[src/include/scope_params.svh]
// sizing, clamp and timeout constants for the scope command node; include in any file that needs them
`ifndef SCOPE_PARAMS_SVH
`define SCOPE_PARAMS_SVH

// sample RAM geometry
`define SCOPE_RAM_AW 12 // address bits of the sample RAM
`define SCOPE_RAM_DEPTH (1 << `SCOPE_RAM_AW) // samples per channel

// channels read out per board
`define SCOPE_NCHAN 4 // channel bytes in one RAM word

// trigger point clamp
// the point must leave some room on both ends of the RAM
`define SCOPE_TRIG_MIN 4 // lowest accepted trigger point
`define SCOPE_TRIG_MARGIN 16 // distance below the RAM depth for the top

// readout wait
// cycles spent waiting for trig_ready before the node gives up and
// goes back to taking commands
`define SCOPE_WAIT_TIMEOUT 2000

// chain decode ranges
// bytes below these limits are ID, readout select and last-board codes
`define SCOPE_ID_LIMIT 10
`define SCOPE_SEL_LIMIT 20
`define SCOPE_LAST_LIMIT 30

`endif
[src/scope_pkg.sv]
// shared opcode, argument and configuration types of the scope node; import in every RTL module
`include "scope_params.svh"

package scope_pkg;

	// opcodes kept from the host protocol
	typedef enum logic [7:0] {
		OP_ARM         = 8'd100, // prime the trigger on every board
		OP_ROLL_ON     = 8'd101,
		OP_ROLL_OFF    = 8'd102,
		OP_TRIG_POINT  = 8'd121, // two argument bytes
		OP_SAMPLES     = 8'd122, // two argument bytes
		OP_SEND_INCR   = 8'd123, // log2 of the read stride
		OP_THRESH      = 8'd127,
		OP_TRIG_TYPE   = 8'd128,
		OP_CHAN_TOGGLE = 8'd130, // board and channel packed in one byte
		OP_AUTOREARM   = 8'd139,
		OP_THRESH_HI   = 8'd140
	} scope_op_e;

	// channel select view of the argument, first byte only
	typedef struct packed {
		logic [5:0] board; // board id the channel belongs to
		logic [1:0] chan; // channel on that board
		logic [7:0] unused; // second byte never sent for this op
	} chan_sel_t;

	// argument word, first byte in the high half
	typedef union packed {
		logic [15:0] count; // plain value view
		chan_sel_t   chan_sel;
	} arg_word_u;

	typedef struct packed {
		logic                     rolling; // free running capture
		logic [7:0]               thresh;
		logic [7:0]               thresh_hi; // signal must stay below this
		logic [3:0]               trig_type; // bit 0 rising edge
		logic [`SCOPE_NCHAN-1:0]  channels; // trigger enable per channel
	} trig_cfg_t;

	typedef struct packed {
		logic [`SCOPE_RAM_AW-1:0] trig_point; // samples sent before the trigger
		logic [`SCOPE_RAM_AW-1:0] samples; // 0 means the whole RAM
		logic [3:0]               incr; // stride is 2**incr
	} ro_cfg_t;

	// one RAM word, byte ch[i] belongs to channel i
	typedef struct packed {
		logic [`SCOPE_NCHAN-1:0][7:0] ch;
	} ram_rd_t;

endpackage

[src/scope_node.sv]
// top of the scope command node, connects the controller and datapath to UART, chain, RAM and trigger
`timescale 1ns/1ps
`include "scope_params.svh"

module scope_node import scope_pkg::*; (
	input  logic                     clk,
	input  logic                     reset,
	input  logic                     rx_valid, // one cycle per host byte
	input  logic [7:0]               rx_data,
	input  logic                     tx_busy,
	input  ram_rd_t                  ram_rd, // valid one cycle after ram_addr
	input  logic [`SCOPE_RAM_AW-1:0] wr_ptr, // write pointer at the trigger
	input  logic                     trig_ready, // level, capture done
	output logic                     fwd_valid, // to the next board
	output logic [7:0]               fwd_data,
	output logic                     tx_start,
	output logic [7:0]               tx_data,
	output logic [`SCOPE_RAM_AW-1:0] ram_addr,
	output logic                     arm,
	output logic                     passthrough,
	output logic                     is_last,
	output trig_cfg_t                trig_cfg
);
	logic       byte_valid, collect_ok, collecting; // controller to collector
	logic [7:0] byte_data;
	logic       arg_done, op_valid, autorearm;
	scope_op_e  arg_op, op_code;
	arg_word_u  arg_word;
	logic [7:0] my_id;
	logic       ro_start, ro_done; // readout handshake
	ro_cfg_t    ro_cfg;

	cmd_control cmd_control_i (
		.clk, .reset, .rx_valid, .rx_data, .collecting, .arg_done, .arg_op,
		.autorearm, .trig_ready, .ro_done, .fwd_valid, .fwd_data, .byte_valid,
		.byte_data, .collect_ok, .op_valid, .op_code, .my_id, .passthrough,
		.is_last, .arm, .ro_start
	);

	arg_collector arg_collector_i (
		.clk, .reset, .byte_valid, .byte_data, .collect_ok,
		.collecting, .arg_done, .arg_op, .arg_word
	);

	config_regs config_regs_i (
		.clk, .reset, .arg_done, .arg_op, .arg_word, .op_valid, .op_code,
		.my_id, .trig_cfg, .ro_cfg, .autorearm
	);

	readout_engine readout_engine_i (
		.clk, .reset, .ro_start, .ro_cfg, .wr_ptr, .ram_rd, .tx_busy,
		.ram_addr, .tx_start, .tx_data, .ro_done
	);

endmodule

[src/readout_engine.sv]
// walks the sample RAM for all channels and streams the bytes to the UART transmitter
`timescale 1ns/1ps
`include "scope_params.svh"

module readout_engine import scope_pkg::*; (
	input  logic          clk,
	input  logic          reset,
	input  logic          ro_start, // one cycle, trigger seen
	input  ro_cfg_t       ro_cfg,
	input  logic [`SCOPE_RAM_AW-1:0] wr_ptr,
	input  ram_rd_t       ram_rd,
	input  logic          tx_busy,
	output logic [`SCOPE_RAM_AW-1:0] ram_addr,
	output logic          tx_start,
	output logic [7:0]    tx_data,
	output logic          ro_done // with the last tx_start
);
	localparam int AW = `SCOPE_RAM_AW;
	localparam int CW = $clog2(`SCOPE_NCHAN);
	localparam int KW = AW + 5; // offset plus the largest stride

	logic          gen_active; // addresses left to issue
	logic [CW-1:0] gen_chan;
	logic [KW-1:0] k, next_k, step, limit;
	logic [AW-1:0] base; // first sample of every channel
	logic          chan_end, gen_last, issue, pop;

	logic          s1_valid, s1_last; // address on the RAM bus
	logic [CW-1:0] s1_chan;
	logic          s2_valid, s2_last; // data on ram_rd
	logic [CW-1:0] s2_chan;

	logic [7:0]    buf_data [2]; // bytes waiting for the transmitter
	logic [1:0]    buf_last;
	logic          buf_wr, buf_rd;
	logic [1:0]    buf_cnt;

	assign limit    = (ro_cfg.samples == '0) ? KW'(`SCOPE_RAM_DEPTH) : KW'(ro_cfg.samples);
	assign step     = KW'(1) << ro_cfg.incr;
	assign next_k   = k + step;
	assign chan_end = (next_k >= limit);
	assign gen_last = chan_end && (gen_chan == CW'(`SCOPE_NCHAN - 1));
	// at most two entries between address and buffer, so the buffer never overflows
	assign issue    = gen_active && (3'(s1_valid) + 3'(s2_valid) + 3'(buf_cnt) < 3'd2);
	assign pop      = (buf_cnt != 2'd0) && !tx_busy && !tx_start; // busy rises a cycle late

	always_ff @(posedge clk) begin
		if (reset) begin
			gen_active <= 1'b0;
			gen_chan   <= '0;
			k          <= '0;
		end else if (ro_start) begin
			gen_active <= 1'b1;
			gen_chan   <= '0;
			k          <= '0;
		end else if (issue) begin
			if (chan_end) begin
				k        <= '0; // next channel restarts at the base
				gen_chan <= gen_chan + 1'b1;
				if (gen_last) gen_active <= 1'b0;
			end else begin
				k <= next_k;
			end
		end
	end

	always_ff @(posedge clk) begin
		if (ro_start) base <= wr_ptr - ro_cfg.trig_point; // wraps in the RAM
		if (issue) begin
			ram_addr <= base + k[AW-1:0];
			s1_chan  <= gen_chan;
			s1_last  <= gen_last;
		end
		s2_chan <= s1_chan;
		s2_last <= s1_last;
		if (s2_valid) begin
			buf_data[buf_wr] <= ram_rd.ch[s2_chan];
			buf_last[buf_wr] <= s2_last;
		end
		if (pop) tx_data <= buf_data[buf_rd];
	end

	always_ff @(posedge clk) begin
		if (reset) begin
			s1_valid <= 1'b0;
			s2_valid <= 1'b0;
			buf_wr   <= 1'b0;
			buf_rd   <= 1'b0;
			buf_cnt  <= '0;
			tx_start <= 1'b0;
			ro_done  <= 1'b0;
		end else begin
			s1_valid <= issue;
			s2_valid <= s1_valid; // registered RAM read
			if (s2_valid) buf_wr <= ~buf_wr;
			if (pop) buf_rd <= ~buf_rd;
			buf_cnt  <= buf_cnt + 2'(s2_valid) - 2'(pop);
			tx_start <= pop;
			ro_done  <= pop && buf_last[buf_rd];
		end
	end

	// transmitter handshake, busy follows start by one cycle
	a_no_start_busy: assert property (@(posedge clk) disable iff (reset)
		tx_start |-> !tx_busy);

endmodule

[src/config_regs.sv]
// trigger and readout settings of the scope node, updated by argument commands and single byte ops
`timescale 1ns/1ps
`include "scope_params.svh"

module config_regs import scope_pkg::*; (
	input  logic       clk,
	input  logic       reset,
	input  logic       arg_done,
	input  scope_op_e  arg_op,
	input  arg_word_u  arg_word,
	input  logic       op_valid,
	input  scope_op_e  op_code,
	input  logic [7:0] my_id,
	output trig_cfg_t  trig_cfg,
	output ro_cfg_t    ro_cfg,
	output logic       autorearm
);
	localparam int AW = `SCOPE_RAM_AW;
	localparam logic [15:0] TRIG_LO = 16'(`SCOPE_TRIG_MIN);
	localparam logic [15:0] TRIG_HI = 16'(`SCOPE_RAM_DEPTH - `SCOPE_TRIG_MARGIN);

	logic [AW-1:0] samp_new; // sample count carried by op 122
	logic          board_hit; // channel toggle addressed to us

	assign samp_new  = arg_word.count[AW-1:0];
	assign board_hit = ({2'b00, arg_word.chan_sel.board} == my_id);

	always_ff @(posedge clk) begin
		if (reset) begin
			trig_cfg.rolling   <= 1'b1;
			trig_cfg.thresh    <= 8'h80;
			trig_cfg.thresh_hi <= 8'hff;
			trig_cfg.trig_type <= 4'd1; // rising edge
			trig_cfg.channels  <= '1;
			ro_cfg.trig_point  <= AW'(1024);
			ro_cfg.samples     <= '0; // whole RAM
			ro_cfg.incr        <= '0;
			autorearm          <= 1'b0;
		end else if (arg_done) begin
			case (arg_op)
				OP_TRIG_POINT: begin
					if (arg_word.count > TRIG_HI) ro_cfg.trig_point <= TRIG_HI[AW-1:0];
					else if (arg_word.count < TRIG_LO) ro_cfg.trig_point <= TRIG_LO[AW-1:0];
					else ro_cfg.trig_point <= arg_word.count[AW-1:0];
				end
				OP_SAMPLES: begin
					ro_cfg.samples <= samp_new;
					// keep the trigger inside a short window
					if (samp_new >= AW'(5) && ro_cfg.trig_point > samp_new - AW'(5)) begin
						ro_cfg.trig_point <= samp_new >> 1;
					end
				end
				OP_SEND_INCR: ro_cfg.incr <= arg_word.count[11:8];
				OP_THRESH: trig_cfg.thresh <= arg_word.count[15:8];
				OP_THRESH_HI: trig_cfg.thresh_hi <= arg_word.count[15:8];
				OP_TRIG_TYPE: trig_cfg.trig_type <= arg_word.count[11:8];
				OP_CHAN_TOGGLE: begin
					if (board_hit) begin
						trig_cfg.channels[arg_word.chan_sel.chan] <=
							~trig_cfg.channels[arg_word.chan_sel.chan];
					end
				end
				default: ;
			endcase
		end else if (op_valid) begin
			case (op_code)
				OP_ROLL_ON: trig_cfg.rolling <= 1'b1;
				OP_ROLL_OFF: trig_cfg.rolling <= 1'b0;
				OP_AUTOREARM: autorearm <= ~autorearm;
				default: ;
			endcase
		end
	end

endmodule

[src/arg_collector.sv]
// gathers the argument bytes after an opcode and presents the completed argument word
`timescale 1ns/1ps

module arg_collector import scope_pkg::*; (
	input  logic       clk,
	input  logic       reset,
	input  logic       byte_valid,
	input  logic [7:0] byte_data,
	input  logic       collect_ok, // byte is an opcode position
	output logic       collecting,
	output logic       arg_done, // one cycle, with the last argument byte
	output scope_op_e  arg_op,
	output arg_word_u  arg_word
);
	logic [1:0] need; // argument bytes for the current op
	logic [1:0] cnt; // argument bytes taken so far
	logic [1:0] len; // lookup for the incoming byte
	logic [7:0] hi_byte; // first byte of a two byte argument

	// number of argument bytes that follow each opcode
	function automatic logic [1:0] arg_len(input logic [7:0] op);
		case (op)
			OP_TRIG_POINT, OP_SAMPLES: arg_len = 2'd2;
			OP_SEND_INCR, OP_THRESH, OP_TRIG_TYPE,
			OP_CHAN_TOGGLE, OP_THRESH_HI: arg_len = 2'd1;
			default: arg_len = 2'd0;
		endcase
	endfunction

	assign len      = arg_len(byte_data);
	assign arg_done = byte_valid && collecting && (cnt + 2'd1 == need);

	// one byte args land in the high half
	always_comb begin
		arg_word.count = (need == 2'd2) ? {hi_byte, byte_data} : {byte_data, 8'h00};
	end

	always_ff @(posedge clk) begin
		if (reset) begin
			collecting <= 1'b0;
			need       <= '0;
			cnt        <= '0;
		end else if (byte_valid) begin
			if (collecting) begin
				cnt <= cnt + 2'd1;
				if (arg_done) collecting <= 1'b0;
			end else if (collect_ok && len != 2'd0) begin
				collecting <= 1'b1; // opcode with arguments
				need       <= len;
				cnt        <= '0;
			end
		end
	end

	always_ff @(posedge clk) begin
		if (byte_valid && !collecting && collect_ok) arg_op <= scope_op_e'(byte_data);
		if (byte_valid && collecting) hi_byte <= byte_data; // shift, first byte ends high
	end

	a_cnt_bound: assert property (@(posedge clk) disable iff (reset)
		collecting |-> (cnt < need) && (need <= 2'd2));

endmodule

[src/cmd_control.sv]
// command FSM of the scope node, handles ID, forwarding, readout select, arm and the trigger wait
`timescale 1ns/1ps
`include "scope_params.svh"

module cmd_control import scope_pkg::*; (
	input  logic       clk,
	input  logic       reset,
	input  logic       rx_valid,
	input  logic [7:0] rx_data,
	input  logic       collecting, // collector expects argument bytes
	input  logic       arg_done,
	input  scope_op_e  arg_op,
	input  logic       autorearm,
	input  logic       trig_ready,
	input  logic       ro_done, // last byte handed to the transmitter
	output logic       fwd_valid,
	output logic [7:0] fwd_data,
	output logic       byte_valid, // every byte taken while idle
	output logic [7:0] byte_data,
	output logic       collect_ok, // byte may open an argument
	output logic       op_valid, // single byte config op
	output scope_op_e  op_code,
	output logic [7:0] my_id,
	output logic       passthrough,
	output logic       is_last,
	output logic       arm,
	output logic       ro_start
);
	localparam int TW = $clog2(`SCOPE_WAIT_TIMEOUT + 1);

	typedef enum logic [1:0] {
		ST_IDLE,
		ST_WAIT, // selected for readout, trigger not seen yet
		ST_READOUT
	} state_e;

	state_e        state;
	logic [TW-1:0] wait_cnt; // cycles spent in ST_WAIT
	logic          is_cmd; // byte is an opcode, not an argument

	assign is_cmd     = !collecting;
	assign byte_valid = rx_valid && (state == ST_IDLE); // bytes during readout are dropped
	assign byte_data  = rx_data;
	assign collect_ok = is_cmd && (rx_data >= 8'(`SCOPE_LAST_LIMIT)); // chain codes never take args
	assign op_code    = scope_op_e'(rx_data);
	assign op_valid   = byte_valid && is_cmd &&
		(op_code inside {OP_ROLL_ON, OP_ROLL_OFF, OP_AUTOREARM});

	always_ff @(posedge clk) begin
		if (reset) begin
			state       <= ST_IDLE;
			wait_cnt    <= '0;
			fwd_valid   <= 1'b0;
			my_id       <= 8'hff; // unassigned
			passthrough <= 1'b0;
			is_last     <= 1'b0;
			arm         <= 1'b0;
			ro_start    <= 1'b0;
		end else begin
			fwd_valid <= 1'b0; // pulses
			arm       <= 1'b0;
			ro_start  <= 1'b0;
			case (state)
				ST_IDLE: begin
					if (byte_valid) begin
						if (!is_cmd) begin
							fwd_valid <= 1'b1; // argument byte, pass along
						end else if (rx_data < 8'(`SCOPE_ID_LIMIT)) begin
							my_id     <= rx_data;
							fwd_valid <= 1'b1; // next board gets the next id
						end else if (rx_data < 8'(`SCOPE_SEL_LIMIT)) begin
							if (rx_data == my_id + 8'(`SCOPE_ID_LIMIT)) begin
								passthrough <= 1'b0; // we talk to the host ourselves
								wait_cnt    <= '0;
								state       <= ST_WAIT;
							end else begin
								passthrough <= 1'b1; // another board answers
								fwd_valid   <= 1'b1;
							end
						end else if (rx_data < 8'(`SCOPE_LAST_LIMIT)) begin
							is_last   <= (rx_data == my_id + 8'(`SCOPE_SEL_LIMIT));
							fwd_valid <= 1'b1;
						end else begin
							arm       <= (op_code == OP_ARM);
							fwd_valid <= 1'b1;
						end
					end
				end
				ST_WAIT: begin
					if (trig_ready) begin
						ro_start <= 1'b1;
						state    <= ST_READOUT;
					end else if (wait_cnt == TW'(`SCOPE_WAIT_TIMEOUT - 1)) begin
						state <= ST_IDLE; // no trigger, send nothing
					end else begin
						wait_cnt <= wait_cnt + 1'b1;
					end
				end
				ST_READOUT: begin
					if (ro_done) begin
						arm   <= autorearm; // rearm right after the last byte
						state <= ST_IDLE;
					end
				end
				default: state <= ST_IDLE;
			endcase
		end
	end

	// id byte goes out incremented, everything else unchanged
	always_ff @(posedge clk) begin
		if (byte_valid) begin
			fwd_data <= (is_cmd && rx_data < 8'(`SCOPE_ID_LIMIT)) ? rx_data + 8'd1 : rx_data;
		end
	end

	// readout only starts from a trigger seen while waiting
	a_ro_start_from_wait: assert property (@(posedge clk) disable iff (reset)
		ro_start |-> $past(state) == ST_WAIT);

	// collector must only finish ops that actually carry arguments
	a_arg_done_op: assert property (@(posedge clk) disable iff (reset)
		arg_done |-> byte_valid && !(arg_op inside {OP_ARM, OP_ROLL_ON, OP_ROLL_OFF, OP_AUTOREARM}));

endmodule

[config.mk]
export PLATFORM = sky130hd
export DESIGN_NAME = scope_node
export DESIGN_NICKNAME = d
export VERILOG_FILES = /design/src/scope_pkg.sv /design/src/scope_node.sv /design/src/readout_engine.sv /design/src/config_regs.sv /design/src/arg_collector.sv /design/src/cmd_control.sv
export VERILOG_INCLUDE_DIRS = /design/src /design/src/include
export SDC_FILE = /design/constraint.sdc
export NUM_CORES = 1
export LEC_CHECK = 0
export BUFFER_PORTS_ARGS = -buffer_cell sky130_fd_sc_hd__clkbuf_2
export CORE_UTILIZATION = 30
export CTS_BUF_LIST = sky130_fd_sc_hd__clkbuf_16
export DETAILED_ROUTE_END_ITERATION = 10
export PLACE_DENSITY = 0.52
export SETUP_SLACK_MARGIN = 0.2
export SYNTH_ARGS = -nofsm -noshare
export SYNTH_HDL_FRONTEND = slang
export SYNTH_SLANG_ARGS = --single-unit
[constraint.sdc]
create_clock -name clk -period 5.3 [get_ports clk]
set_clock_uncertainty 0.05 [all_clocks]
set_input_delay 0.795 -clock clk [delete_from_list [all_inputs] [get_ports clk]]
set_output_delay 0.795 -clock clk [all_outputs]
set_load 0.02 [all_outputs]
After elaboration in Yosys (flattened, before gate mapping):

Memories as Yosys holds them, arrays and structs flattened. A register that Yosys moved wholly into a read port is not among the register bits.
Index checks and enable logic that the tools add are counted.

* memories kept: 1
* flip-flop bits (word level): 169
* memory bits (writable): 16
* word-level logic and storage cells: 237
* bits in read-only memories: 0
* bits of input ports: 57
* bits in latches: 0
* output and inout bits: 58

* multipliers: 0
* equal/unequal tests: 37
* add/subtract/negate cells: 14
* magnitude comparators: 16
* multiplexer cells: 62
* div/mod/pow operators: 0
* reductions and logical operators: 55
* shift-type cells: 1
* bitwise gates (word level): 11

Memory list
* readout_engine_i.buf_data: words 2, bits a word 8, read ports 1, clocked after Yosys merged registers in 1, write ports 1, line readout_engine.sv:33 `logic [7:0] buf_data [2];`

Operators with widths (count)
* equality test 8 x 7 -> 1 bit, second input constant: 11
* 2-to-1 mux 11 bit: 7
* equality test 8 bit, second input constant: 7
* 2-to-1 mux 12 bit: 3
* 2-to-1 mux 1 bit: 25
* case mux 12 bit (2 select lines): 1
* case mux 11 bit (2 select lines): 1
* 2-to-1 mux 2 bit: 10
* AND reduction 3 bit: 6
* nonzero test 2 bit: 9
* adder 17 bit: 1
* greater-or-equal comparator 17 bit: 1
* logical AND 1 bit: 17
* 2-to-1 mux 17 bit: 1
* left shift 1 x 4 -> 17 bit, first input constant: 1
* binary-select mux 8 bit (select 2 bit): 1
* equality test 8 bit: 2
* > comparator 16 x 12 -> 1 bit, second input constant: 1
* less-than comparator 16 x 3 -> 1 bit, second input constant: 1
* less-than comparator 8 x 5 -> 1 bit, second input constant: 2
* 2-to-1 mux 16 bit: 1
* 2-to-1 mux 8 bit: 2
* AND reduction 2 bit: 7
* 2-to-1 mux 13 bit: 1
* 50 further kinds: 77

Depth between registers and ports, before layout:

Gate-level depths: netlist of run 1.

* word-level depth: 8
* mapped depth: 23
* depth with buffers taken out: 19

By module:

A second synthesis of run 1 with hierarchy kept.

* cells, all modules: 1154
* area, all modules: 11418.5 um^2

Modules (own cells, without submodules)
* readout_engine: times used 1, area each 5297.6 um^2, cells an instance 503, sequential area each 2212.1 um^2
* config_regs: times used 1, area each 3032.9 um^2, cells an instance 334, sequential area each 1081.0 um^2
* cmd_control: times used 1, area each 2077.0 um^2, cells an instance 236, sequential area each 760.7 um^2
* arg_collector: times used 1, area each 1011.0 um^2, cells an instance 81, sequential area each 580.6 um^2

Least setup slack after synthesis of run 1:

Ideal clock, no wire load.

* kind: register to register
* from: register, netlist name config_regs_i.ro_cfg[1]
* to: register readout_engine_i.k[6]
* path buffers: 1
* arrival time: 4.085 ns
* cell stages (with the launch flop): 20
* library setup time: 0.059 ns
* period minus slack after synthesis: 4.194 ns
* required time: 5.191 ns
* setup slack: 1.106 ns
* cell sequence: dfxtp_1 > nand2b_1 > or3_1 > fa_1 > nand2b_1 > a21oi_1 > nor2b_1 > o21bai_1 > a21oi_1 > xnor2_1 > ha_1 > a21oi_1 > o21ai_0 > a2111oi_0 > o311a_1 > o211ai_1 > nor4_4 > and3_4 > buf_6 > a22o_1

* word-level cells in the longest chain between the ends: 4

Ends and longest elaborated chain
* left shift 1 x 4 -> 17 bit (*): line readout_engine.sv:39 `assign step = KW'(1) << ro_cfg.incr;`
* adder 17 bit (*): line readout_engine.sv:40 `assign next_k = k + step;`
* greater-or-equal comparator 17 bit: line readout_engine.sv:41 `assign chan_end = (next_k >= limit);`
* 2-to-1 mux 17 bit (*): line readout_engine.sv:57 `if (chan_end) begin`
* to (signal assigned): line readout_engine.sv:62 `k <= next_k;`
* to (decl): line readout_engine.sv:24 `logic [KW-1:0] k, next_k, step, limit;`

Every way passes the cells marked *; elsewhere a longest branch is shown, timed or not.
A chain may end at the register's enable or synchronous reset.

Worst setup path after layout of run 1:

* from: register, netlist name config_regs_i.ro_cfg[0]
* to: register readout_engine_i.k[0]

* word-level cells in the longest chain between the ends: 4

Ends and longest elaborated chain (line)
* left shift 1 x 4 -> 17 bit (*): readout_engine.sv:39
* adder 17 bit (*): readout_engine.sv:40
* greater-or-equal comparator 17 bit: readout_engine.sv:41
* 2-to-1 mux 17 bit (*): readout_engine.sv:57

Marks and branches as above.

==> flow_results.org, run 1 <==
** GRT
- For this run, the total global-route usage over all layers was measured as between 15 and 20%.
- Number of antenna violations at the first check in global routing :: 0
- Grt total ovfl :: 0
- The first global-routing pass estimated 43.8 mm of wire.
- Entering global routing, the biggest net connects 46 pins.
- The number of global-route vias before repair is 7,997.

** Clock network
- For the worst-skew pair, the clock arrives at the later sink with an insertion delay of ~0.45 ns.
- No sink is reached through more buffers than the 2 on the longest clock path.
- Clock tree synthesis found a total of 193 sinks.
- H-tree levels :: 4
- The number of setup buffers added after CTS is 0.
- CTS tree :: done
- Clk slew on worst S/H paths :: 0.08 ns
- Clock tree root buffer cell :: sky130_fd_sc_hd__clkbuf_16
- TritonCTS buffer count :: 17

** Routing
- Remaining routing DRC violations :: 6
- After detailed routing, the number of vias per cell comes to approximately 4.9.
- Residual antenna-violating net count after detailed routing :: 0
- Total number of vias :: 8,371
- Drt first pass iters :: 8
- The routed design has 27.9 mm of wire.
- Routed length per instance :: 16.5 µm
- The detailed router finished its first iteration with 360 violations.

** Setup path
- The critical path in this run is classified as register to register.
- The worst register-to-register path begins at config_regs_i.ro_cfg[0]$_SDFFE_PP0P_.
- Crit path from :: config_regs_i.ro_cfg[0]$_SDFFE_PP0P_
- Slowest CP cell :: sky130_fd_sc_hd__dfxtp_1
- Crit path launch type :: register
- Buf+Inv Stages, Crit Path :: 1
- Cell-by-cell listing of the critical path :: nand2b_1 > or3_1 > inv_1 > ha_1 > a211oi_1 > o21ai_2 > a211oi_2 > nor2_1 > xor2_1 > ha_1 > a211oi_1 > nor2_1 > a2111oi_0 > o311a_1 > o211ai_1 > nor4_4 > and3_4 > a22o_1
- On the critical path the largest part of the delay comes from compound AO/OA/AOI/OAI gates.
- Highest fanout seen on the critical path :: 13
- The worst register-to-register path has a depth of 18.
- The critical path runs through a total of 18 cells.
- For this run, the slowest stage of the critical path takes 0.45 ns.
- In this run the critical register-to-register path is captured at readout_engine_i.k[0]$_SDFFE_PP0P_.
- Critical path required time :: 5.64 ns
- CP arrival :: 4.98 ns
- Crit path capture type :: register
- The most critical setup path has its endpoint at readout_engine_i.k[0]$_SDFFE_PP0P_.
- In this run the register-to-register setup slack is 0.66 ns.

** Power and ir drop
- Cell Pwr Density :: 252 nW/µm²
- For this design the static power due to leakage is 4.88 nW.
- Across the VDD grid, the largest voltage drop is between 0.2 and 0.25 mV.

** Timing
- Final clock period utilization by the worst path :: 87.5%
- After routing, the total negative slack on setup checks comes to 0 ns.
- Remaining max-slew budget at the tightest pin :: 16.6%
- RSZ-0062 raised after global routing :: false
- At the pin with the least slew margin, the transition time is 1.25 ns.
- Highest achievable clock rate :: roughly 0.22 GHz
- Time the worst path needs with I/O delays and setup :: about 4.6 ns
- The max-slew violation count came to 0.
- Setup slack closes at around 0.66 ns.
- The final-report hold violation count came to 0.
- Setup violations remaining at the end of the flow were counted as 0.

** Layout
- Total Nets Final :: 1,360
- Post-layout utilization of the core :: 34.9%
- Counting the fill cells in the layout gives 3,661.
- The area growth from synthesis to layout is 14.2%.
- Count of inserted antenna diode cells :: 0
- Ratio of cells with drive above 1 in the final layout :: 17.1%

** Logic synthesis
- Post-Synth Adder-Cell Area :: 9.56%
- By area the synthesized netlist is led by sky130_fd_sc_hd__dfxtp_1 21%, sky130_fd_sc_hd__edfxtp_1 21%, sky130_fd_sc_hd__ha_1 8.8%, sky130_fd_sc_hd__xnor2_1 4.9%, sky130_fd_sc_hd__nor2_1 3.8%.
- Count of flip-flops with a built-in enable after synthesis :: 77
- Syn_nets :: 1,267
- The share of the Yosys chip area taken by registers is 42.5%.
- Instance count of the mapped netlist :: ~1,100
- Summing the areas of all compound-gate instances in the mapped netlist gives 14.1% of the synthesized area.
- Synthesized-area fraction occupied by xor and xnor cells :: around 6.7%
- The top cell type by area accounts for 21.3% of the synthesized area.
- Unique cell type count in the Yosys netlist :: 87
- Share of synthesized flip-flops with an asynchronous set or reset :: 0%
- Cell accounting for the most synthesized area :: sky130_fd_sc_hd__dfxtp_1
- A synthesized cell averages 9.67 µm².
- Most instantiated flip-flop cell in the synthesis netlist :: sky130_fd_sc_hd__dfxtp_1
- Simple-gate portion of the synthesized area :: between 10% and 20%
- Number of storage elements in the synthesis netlist :: about 190
- During synthesis, Yosys emitted a total of 0 warnings.
- Main combinational cell family by area after synthesis :: simple AND/OR/NAND/NOR gates
- In the synthesized netlist, the cells that appear most often are 116 x sky130_fd_sc_hd__dfxtp_1, 111 x sky130_fd_sc_hd__nor2_1, 89 x sky130_fd_sc_hd__nand2_1.
- Portion of netlist area occupied by mux cells :: ~4.3%
- Mapped Area :: around 11,000 µm²
- Most frequent cell after synthesis :: sky130_fd_sc_hd__dfxtp_1

** Placement
- Count of port buffers added during placement :: 114
- Routability-driven placement finished with a final weighted congestion of 0.872.
- After legalization and detailed placement, the total HPWL measured 20.9 mm.
- Pre-CTS worst setup slack :: approximately 0.57 ns

** Die
- Number of placed I/O pins :: 115
- The initial utilization of the core area, before any placement, comes to 30.6%.
- Die area :: 37,100 µm²
- Core area :: 35,700 µm²
- Chip width :: 193 µm
- Die Height :: 193 µm
- The floorplan has approximately 70 rows.

** Worst hold path
- Hold Path Depth :: 0
- The min-delay analysis places its worst path in the category register to register.

** Outcome
- The final reports fail on design-rule violations.
- The flow ran to the end, but the final reports show violations.

** Run
- MaxCap Viol Count :: 0
-- through the flow --
stage / hold slack (ns) / std cells / cell area, µm² / power [W]
floorplan: 0.273 / 1129 / 10900 / 0.00183
global placement: 0.280 / 1664 / 11900 / 0.00193
detailed placement: 0.279 / 1664 / 11900 / 0.00193
CTS: 0.297 / 1696 / 12500 / 0.00319
global route: 0.302 / 1696 / 12500 / 0.00328
finish: 0.293 / 1696 / 12500 / 0.00314
-- registers in the layout, indices dropped and copies added (netlist names), 2 cells and up --
name and count:
config_regs_i.ro_cfg 28, config_regs_i.trig_cfg 25, readout_engine_i.k 17, readout_engine_i.buf_data 16, readout_engine_i.base 12, readout_engine_i.ram_addr 12
cmd_control_i.wait_cnt 11, arg_collector_i.arg_op 8, arg_collector_i.hi_byte 8, cmd_control_i.fwd_data 8, cmd_control_i.my_id 8, readout_engine_i.tx_data 8
arg_collector_i.cnt 2, arg_collector_i.need 2, cmd_control_i.state 2, readout_engine_i.buf_cnt 2, readout_engine_i.buf_last 2, readout_engine_i.gen_chan 2
readout_engine_i.s1_chan 2, readout_engine_i.s2_chan 2
-- power breakdown --
group	internal, W	switching, W	leakage [nW]
Combinational	0.000113	0.000172	2.97
Clock	0.000616	0.000632	0.273
Sequential	0.00158	0.0000285	1.64
Total	0.00231	0.000833	4.88
-- worst min path at each step --
stage	start	endpoint	slack, ns
final	readout_engine_i.s1_last$_DFFE_PP_	readout_engine_i.s2_last$_DFF_P_	0.29
after global routing	readout_engine_i.s1_last$_DFFE_PP_	readout_engine_i.s2_last$_DFF_P_	0.30
after CTS	readout_engine_i.s1_chan[1]$_DFFE_PP_	readout_engine_i.s2_chan[1]$_DFF_P_	0.30
after detailed placement	readout_engine_i.s1_chan[1]$_DFFE_PP_	readout_engine_i.s2_chan[1]$_DFF_P_	0.28
after global placement	readout_engine_i.s1_last$_DFFE_PP_	readout_engine_i.s2_last$_DFF_P_	0.28
after floorplan	readout_engine_i.s1_chan[0]$_DFFE_PP_	readout_engine_i.s2_chan[0]$_DFF_P_	0.27
-- layout by cell type (no fill, tap or decap), types with 22 or more instances in the layout --
cell                         n
sky130_fd_sc_hd__clkbuf_2  114
sky130_fd_sc_hd__a21oi_1    76
sky130_fd_sc_hd__edfxtp_1   77
sky130_fd_sc_hd__nor2_1    111
sky130_fd_sc_hd__inv_1      66
sky130_fd_sc_hd__o21ai_0    42
sky130_fd_sc_hd__nor3_1     31
sky130_fd_sc_hd__nand2_1    89
sky130_fd_sc_hd__dfxtp_1   116
sky130_fd_sc_hd__ha_1       77
sky130_fd_sc_hd__xor2_1     22
sky130_fd_sc_hd__nand3_1    27
sky130_fd_sc_hd__xnor2_1    61
-- what timing repair did --
item	CTS	global route
gates resized for setup	0	1
hold buffers	0	0
endpoints found under the setup margin	0	13
-- area by class of cell --
class | instances | area, µm² | area share [%]
multi-input combinational | 819 | 5790 | 46.5
sequential | 193 | 4630 | 37.2
timing repair buffer | 126 | 661 | 5.30
tap | 461 | 577 | 4.63
clock buffer | 17 | 425 | 3.41
inverter | 65 | 244 | 1.96
clock inverter | 15 | 128 | 1.02
-- cell families after synthesis --
logic type / after synthesis
AND/OR/NAND/NOR: 389
buffers and inverters: 117
multiplexers: 33
AO/OA/AOI/OAI: 233
flip-flops: 193
XOR/XNOR: 83
adder cells (fa/ha/maj): 81
-- per-layer routing --
layer / vias to the layer above / part of all wire, % / track usage (%) / routed length, µm
li1: 4235 / - / - / -
met1: 3964 / 48 / 20.5 / 13300
met2: 134 / 47 / 24.9 / 13100
met3: 38 / 3.2 / 2.53 / 889
met4: 0 / 2.5 / 5.94 / 692
met5: - / 0 / 0 / 0
No activity file was read; power rests on OpenSTA's default activity.
==> inputs of run 2 (changes only) <==
Settings changed: CELL_PAD_IN_SITES_DETAIL_PLACEMENT set to 0, CELL_PAD_IN_SITES_GLOBAL_PLACEMENT set to 2, CORE_UTILIZATION 30 to 38, GPL_ROUTABILITY_DRIVEN set to 0, PLACE_DENSITY 0.52 to 0.87.
==> flow_results.org, run 2 (same netlist as run 1, synthesis figures left out) <==
** Setup path
- Traced cell by cell, the critical path runs through nand2b_1 > or3_1 > inv_1 > ha_1 > a211oi_1 > o21ai_2 > a211oi_2 > nor2_1 > xor2_1 > ha_1 > o21ai_0 > nor2_1 > a2111oi_1 > o311a_1 > o211ai_1 > nor4_4 > and3_4 > a22o_1.
- Data on the critical path is required at its endpoint by around 5.6 ns.
- Highest fanout seen on the critical path :: 13
- The worst setup path is of the register to register kind.
- STA classifies the critical path startpoint as a register.
- Slowest CP cell :: sky130_fd_sc_hd__dfxtp_1
- STA puts the critical path data arrival time at a little under 5 ns.
- The largest single stage delay on the critical path is 0.45 ns.
- Crit path capture type :: register

** Power and ir drop
- Cell internal power was estimated by the tool at around 0.0023 W.
- Peak ir drop on the vdd network :: 0.156 mV
- Cell Pwr Density :: 258 nW/µm²
- The analysis attributes to cell leakage a power of 4.92 nW.
- Combinational logic is responsible for under 10% of the overall power.
- Total power after layout :: 0.00321 W
- NetSw :: 0.000869 W
- Net switching is a little over a quarter of the power.
- In this run, the clock network consumes 41.1% of the power.
- In this run, flip-flops and latches consume about half of the power.

** Die
- Chip width :: 171 µm
- Once the floorplan was initialized, standard cells occupied 39.0% of the core.
- Number of placed I/O pins :: around 120
- The floorplan step set the die height to 171 µm.
- Standard-cell row count :: 61
- Die area :: 29,400 µm²
- Core area :: 28,000 µm²

** Timing
- Highest achievable clock rate :: 0.219 GHz
- Max-slew violation count :: 0
- Setup violation total in the final timing report :: 0
- The routed design could run at a clock period as short as 4.57 ns.
- Setup repair after global routing left no endpoint under its margin.
- The final-report hold violation count came to 0.
- In the finished design, the share of the clock period the worst path needs comes to a little under nine tenths.
- Pin slew with the least headroom to its limit :: 0.887 ns
- Remaining max-slew budget at the tightest pin :: between 40% and 50%
- Post-Route Setup TNS :: 0 ns

** Worst hold path
- Classification of the worst-slack hold path :: register to register

** Placement
- After legalization and detailed placement, the total HPWL measured a little under 20 mm.
- During placement, the flow inserted port buffers numbering 114.

** Layout
- Top library cells by usage in the layout, fill and taps aside :: 116 x sky130_fd_sc_hd__dfxtp_1, 114 x sky130_fd_sc_hd__clkbuf_2, 111 x sky130_fd_sc_hd__nor2_1
- Reg with most FFs :: config_regs_i.ro_cfg
- Count of inserted antenna diode cells :: 0
- Ratio of cells with drive above 1 in the final layout :: 17.4%
- In the final layout, the registers with the most flip-flops are config_regs_i.ro_cfg x28, config_regs_i.trig_cfg x25, readout_engine_i.k x17.
- Most frequent standard cell in the layout excluding fill and tap cells :: sky130_fd_sc_hd__dfxtp_1
- The layout has ~2,700 filler cells.
- Total Nets Final :: around 1,400
- Area growth syn-to-layout :: 14.0%
- Number of flip-flops in the largest register :: 28

** GRT
- For this run, the total global-route usage over all layers was measured as 18.8%.
- After global routing the overflow that remains totals 0.
- Busiest layer in global routing :: met2
- The number of global-route vias before repair was 7,989.
- Met2 track demand over resource in global routing :: 31.6%
- The number of antenna violations at the first check in global routing was 0.
- Global routing consumed, on the met1 layer, 25.1% of the routing resources.
- The first global-routing pass estimated 42.8 mm of wire.
- Entering global routing, the biggest net connects 43 pins.
- Global routing consumed, on the met3 layer, 2.95% of the routing resources.

** Routing
- Vias per cell :: slightly above 5
- For this run, design rule violations remaining after detail routing come to 0.
- Across all layers, the routed design uses 8,299 vias.
- Drt first pass iters :: 5
- In this run, the number of DRC markers left after iteration 0 of detailed routing was 416.
- Summed over all layers, the routed wires come to 26.4 mm.
- Residual antenna-violating net count after detailed routing :: 0
- Routed length per instance :: 16.3 µm

** Clock network
- TritonCTS buffer count :: 17
- The root buffer cell chosen for the clock tree is sky130_fd_sc_hd__clkbuf_16.
- CTS built an H-tree with a depth of 4.
- At the later pin of the worst-skew pair, clock insertion delay measures 0.45 ns.
- Hold buffers post-CTS :: 0
- TritonCTS built the clock tree.
- Number of clock sinks seen by CTS :: between 150 and 200
- Clock-pin slew was measured on the worst setup and hold paths at roughly 0.080 ns.
- The clock passes through at most 2 buffers.

** Run
- MaxCap Viol Count :: 0

** Outcome
- The run finished with clean final reports.
==> run 2: changes by cell type in the layout (fill, tap and decap cells not counted), moves of 2 or more <==
cell                       change
sky130_fd_sc_hd__clkinv_8      +6
sky130_fd_sc_hd__buf_4         +4
sky130_fd_sc_hd__clkinv_4      -3
sky130_fd_sc_hd__inv_6         -2
==> run 2: metrics by stage <==
| step | setup slack, ns | hold slack, ns | utilization (%) | std cells | instance area, µm² |
|---|---|---|---|---|---|
| 2_1_floorplan | 1.11 | 0.273 | - | 1129 | 10900 |
| 3_3_place_gp | 0.738 | 0.278 | 42.2 | 1584 | 11800 |
| 3_5_place_dp | 0.609 | 0.278 | 42.2 | 1584 | 11800 |
| 4_1_cts | 0.543 | 0.286 | 44.4 | 1616 | 12400 |
| 5_1_grt | 0.296 | 0.290 | 44.4 | 1617 | 12400 |
| 6_report | 0.731 | 0.288 | 44.4 | 1617 | 12400 |
==> run 2: worst paths after layout <==
kind                            slack (ns)  depth (start not counted)                             endpoint                             startpoint
worst max-delay path                  0.73                         18   readout_engine_i.k[1]$_SDFFE_PP0P_   config_regs_i.ro_cfg[0]$_SDFFE_PP0P_
worst min-delay path                  0.29                          0  readout_engine_i.s2_chan[1]$_DFF_P_  readout_engine_i.s1_chan[1]$_DFFE_PP_
worst max register to register        0.73                         18   readout_engine_i.k[1]$_SDFFE_PP0P_   config_regs_i.ro_cfg[0]$_SDFFE_PP0P_
worst min register to register        0.29                          0  readout_engine_i.s2_chan[1]$_DFF_P_  readout_engine_i.s1_chan[1]$_DFFE_PP_
==> run 2: routing by layer <==
metal / share of wire [%] / wire length, µm
met1: 47 / 12400
met2: 49 / 12900
met3: 3.2 / 836
met4: 0.90 / 238
met5: 0 / 0
==> run 2: critical path: cells and delay by family, from the launching register on <==
kind                       cells  cell delay (ns)
AOI/OAI and AO/OA              8             1.88
xor gates and xnor gates       1             0.17
adders and majority gates      2             0.57
buffers and inverters          1             0.07
DFF                            1             0.45
and+or+nand+nor                6             1.33
==> run 2: power by group through the flow <==
| stage | sequential (W) | combinational [W] | clock, W |
|---|---|---|---|
| detailed placement | 0.00164 | 0.000283 | 0 |
| global placement | 0.00164 | 0.000280 | 0 |
| CTS | 0.00161 | 0.000285 | 0.00135 |
| global route | 0.00161 | 0.000313 | 0.00140 |
| finish | 0.00161 | 0.000280 | 0.00132 |
| floorplan | 0.00165 | 0.000176 | 0 |
==> run 2: final cells by class <==
cell class | instances | area (µm²) | share of cell area (%)
tap | 378 | 473 | 3.80
clock inverter | 15 | 188 | 1.51
multi-input combinational | 819 | 5790 | 46.5
sequential | 193 | 4630 | 37.2
timing repair buffer | 130 | 691 | 5.55
inverter | 65 | 244 | 1.96
clock buffer | 17 | 425 | 3.42
==> run 2: repair_timing <==
action	4_1_cts	5_1_grt
resized for setup	0	2
buffers inserted	0	1
endpoints found under the setup margin	0	14
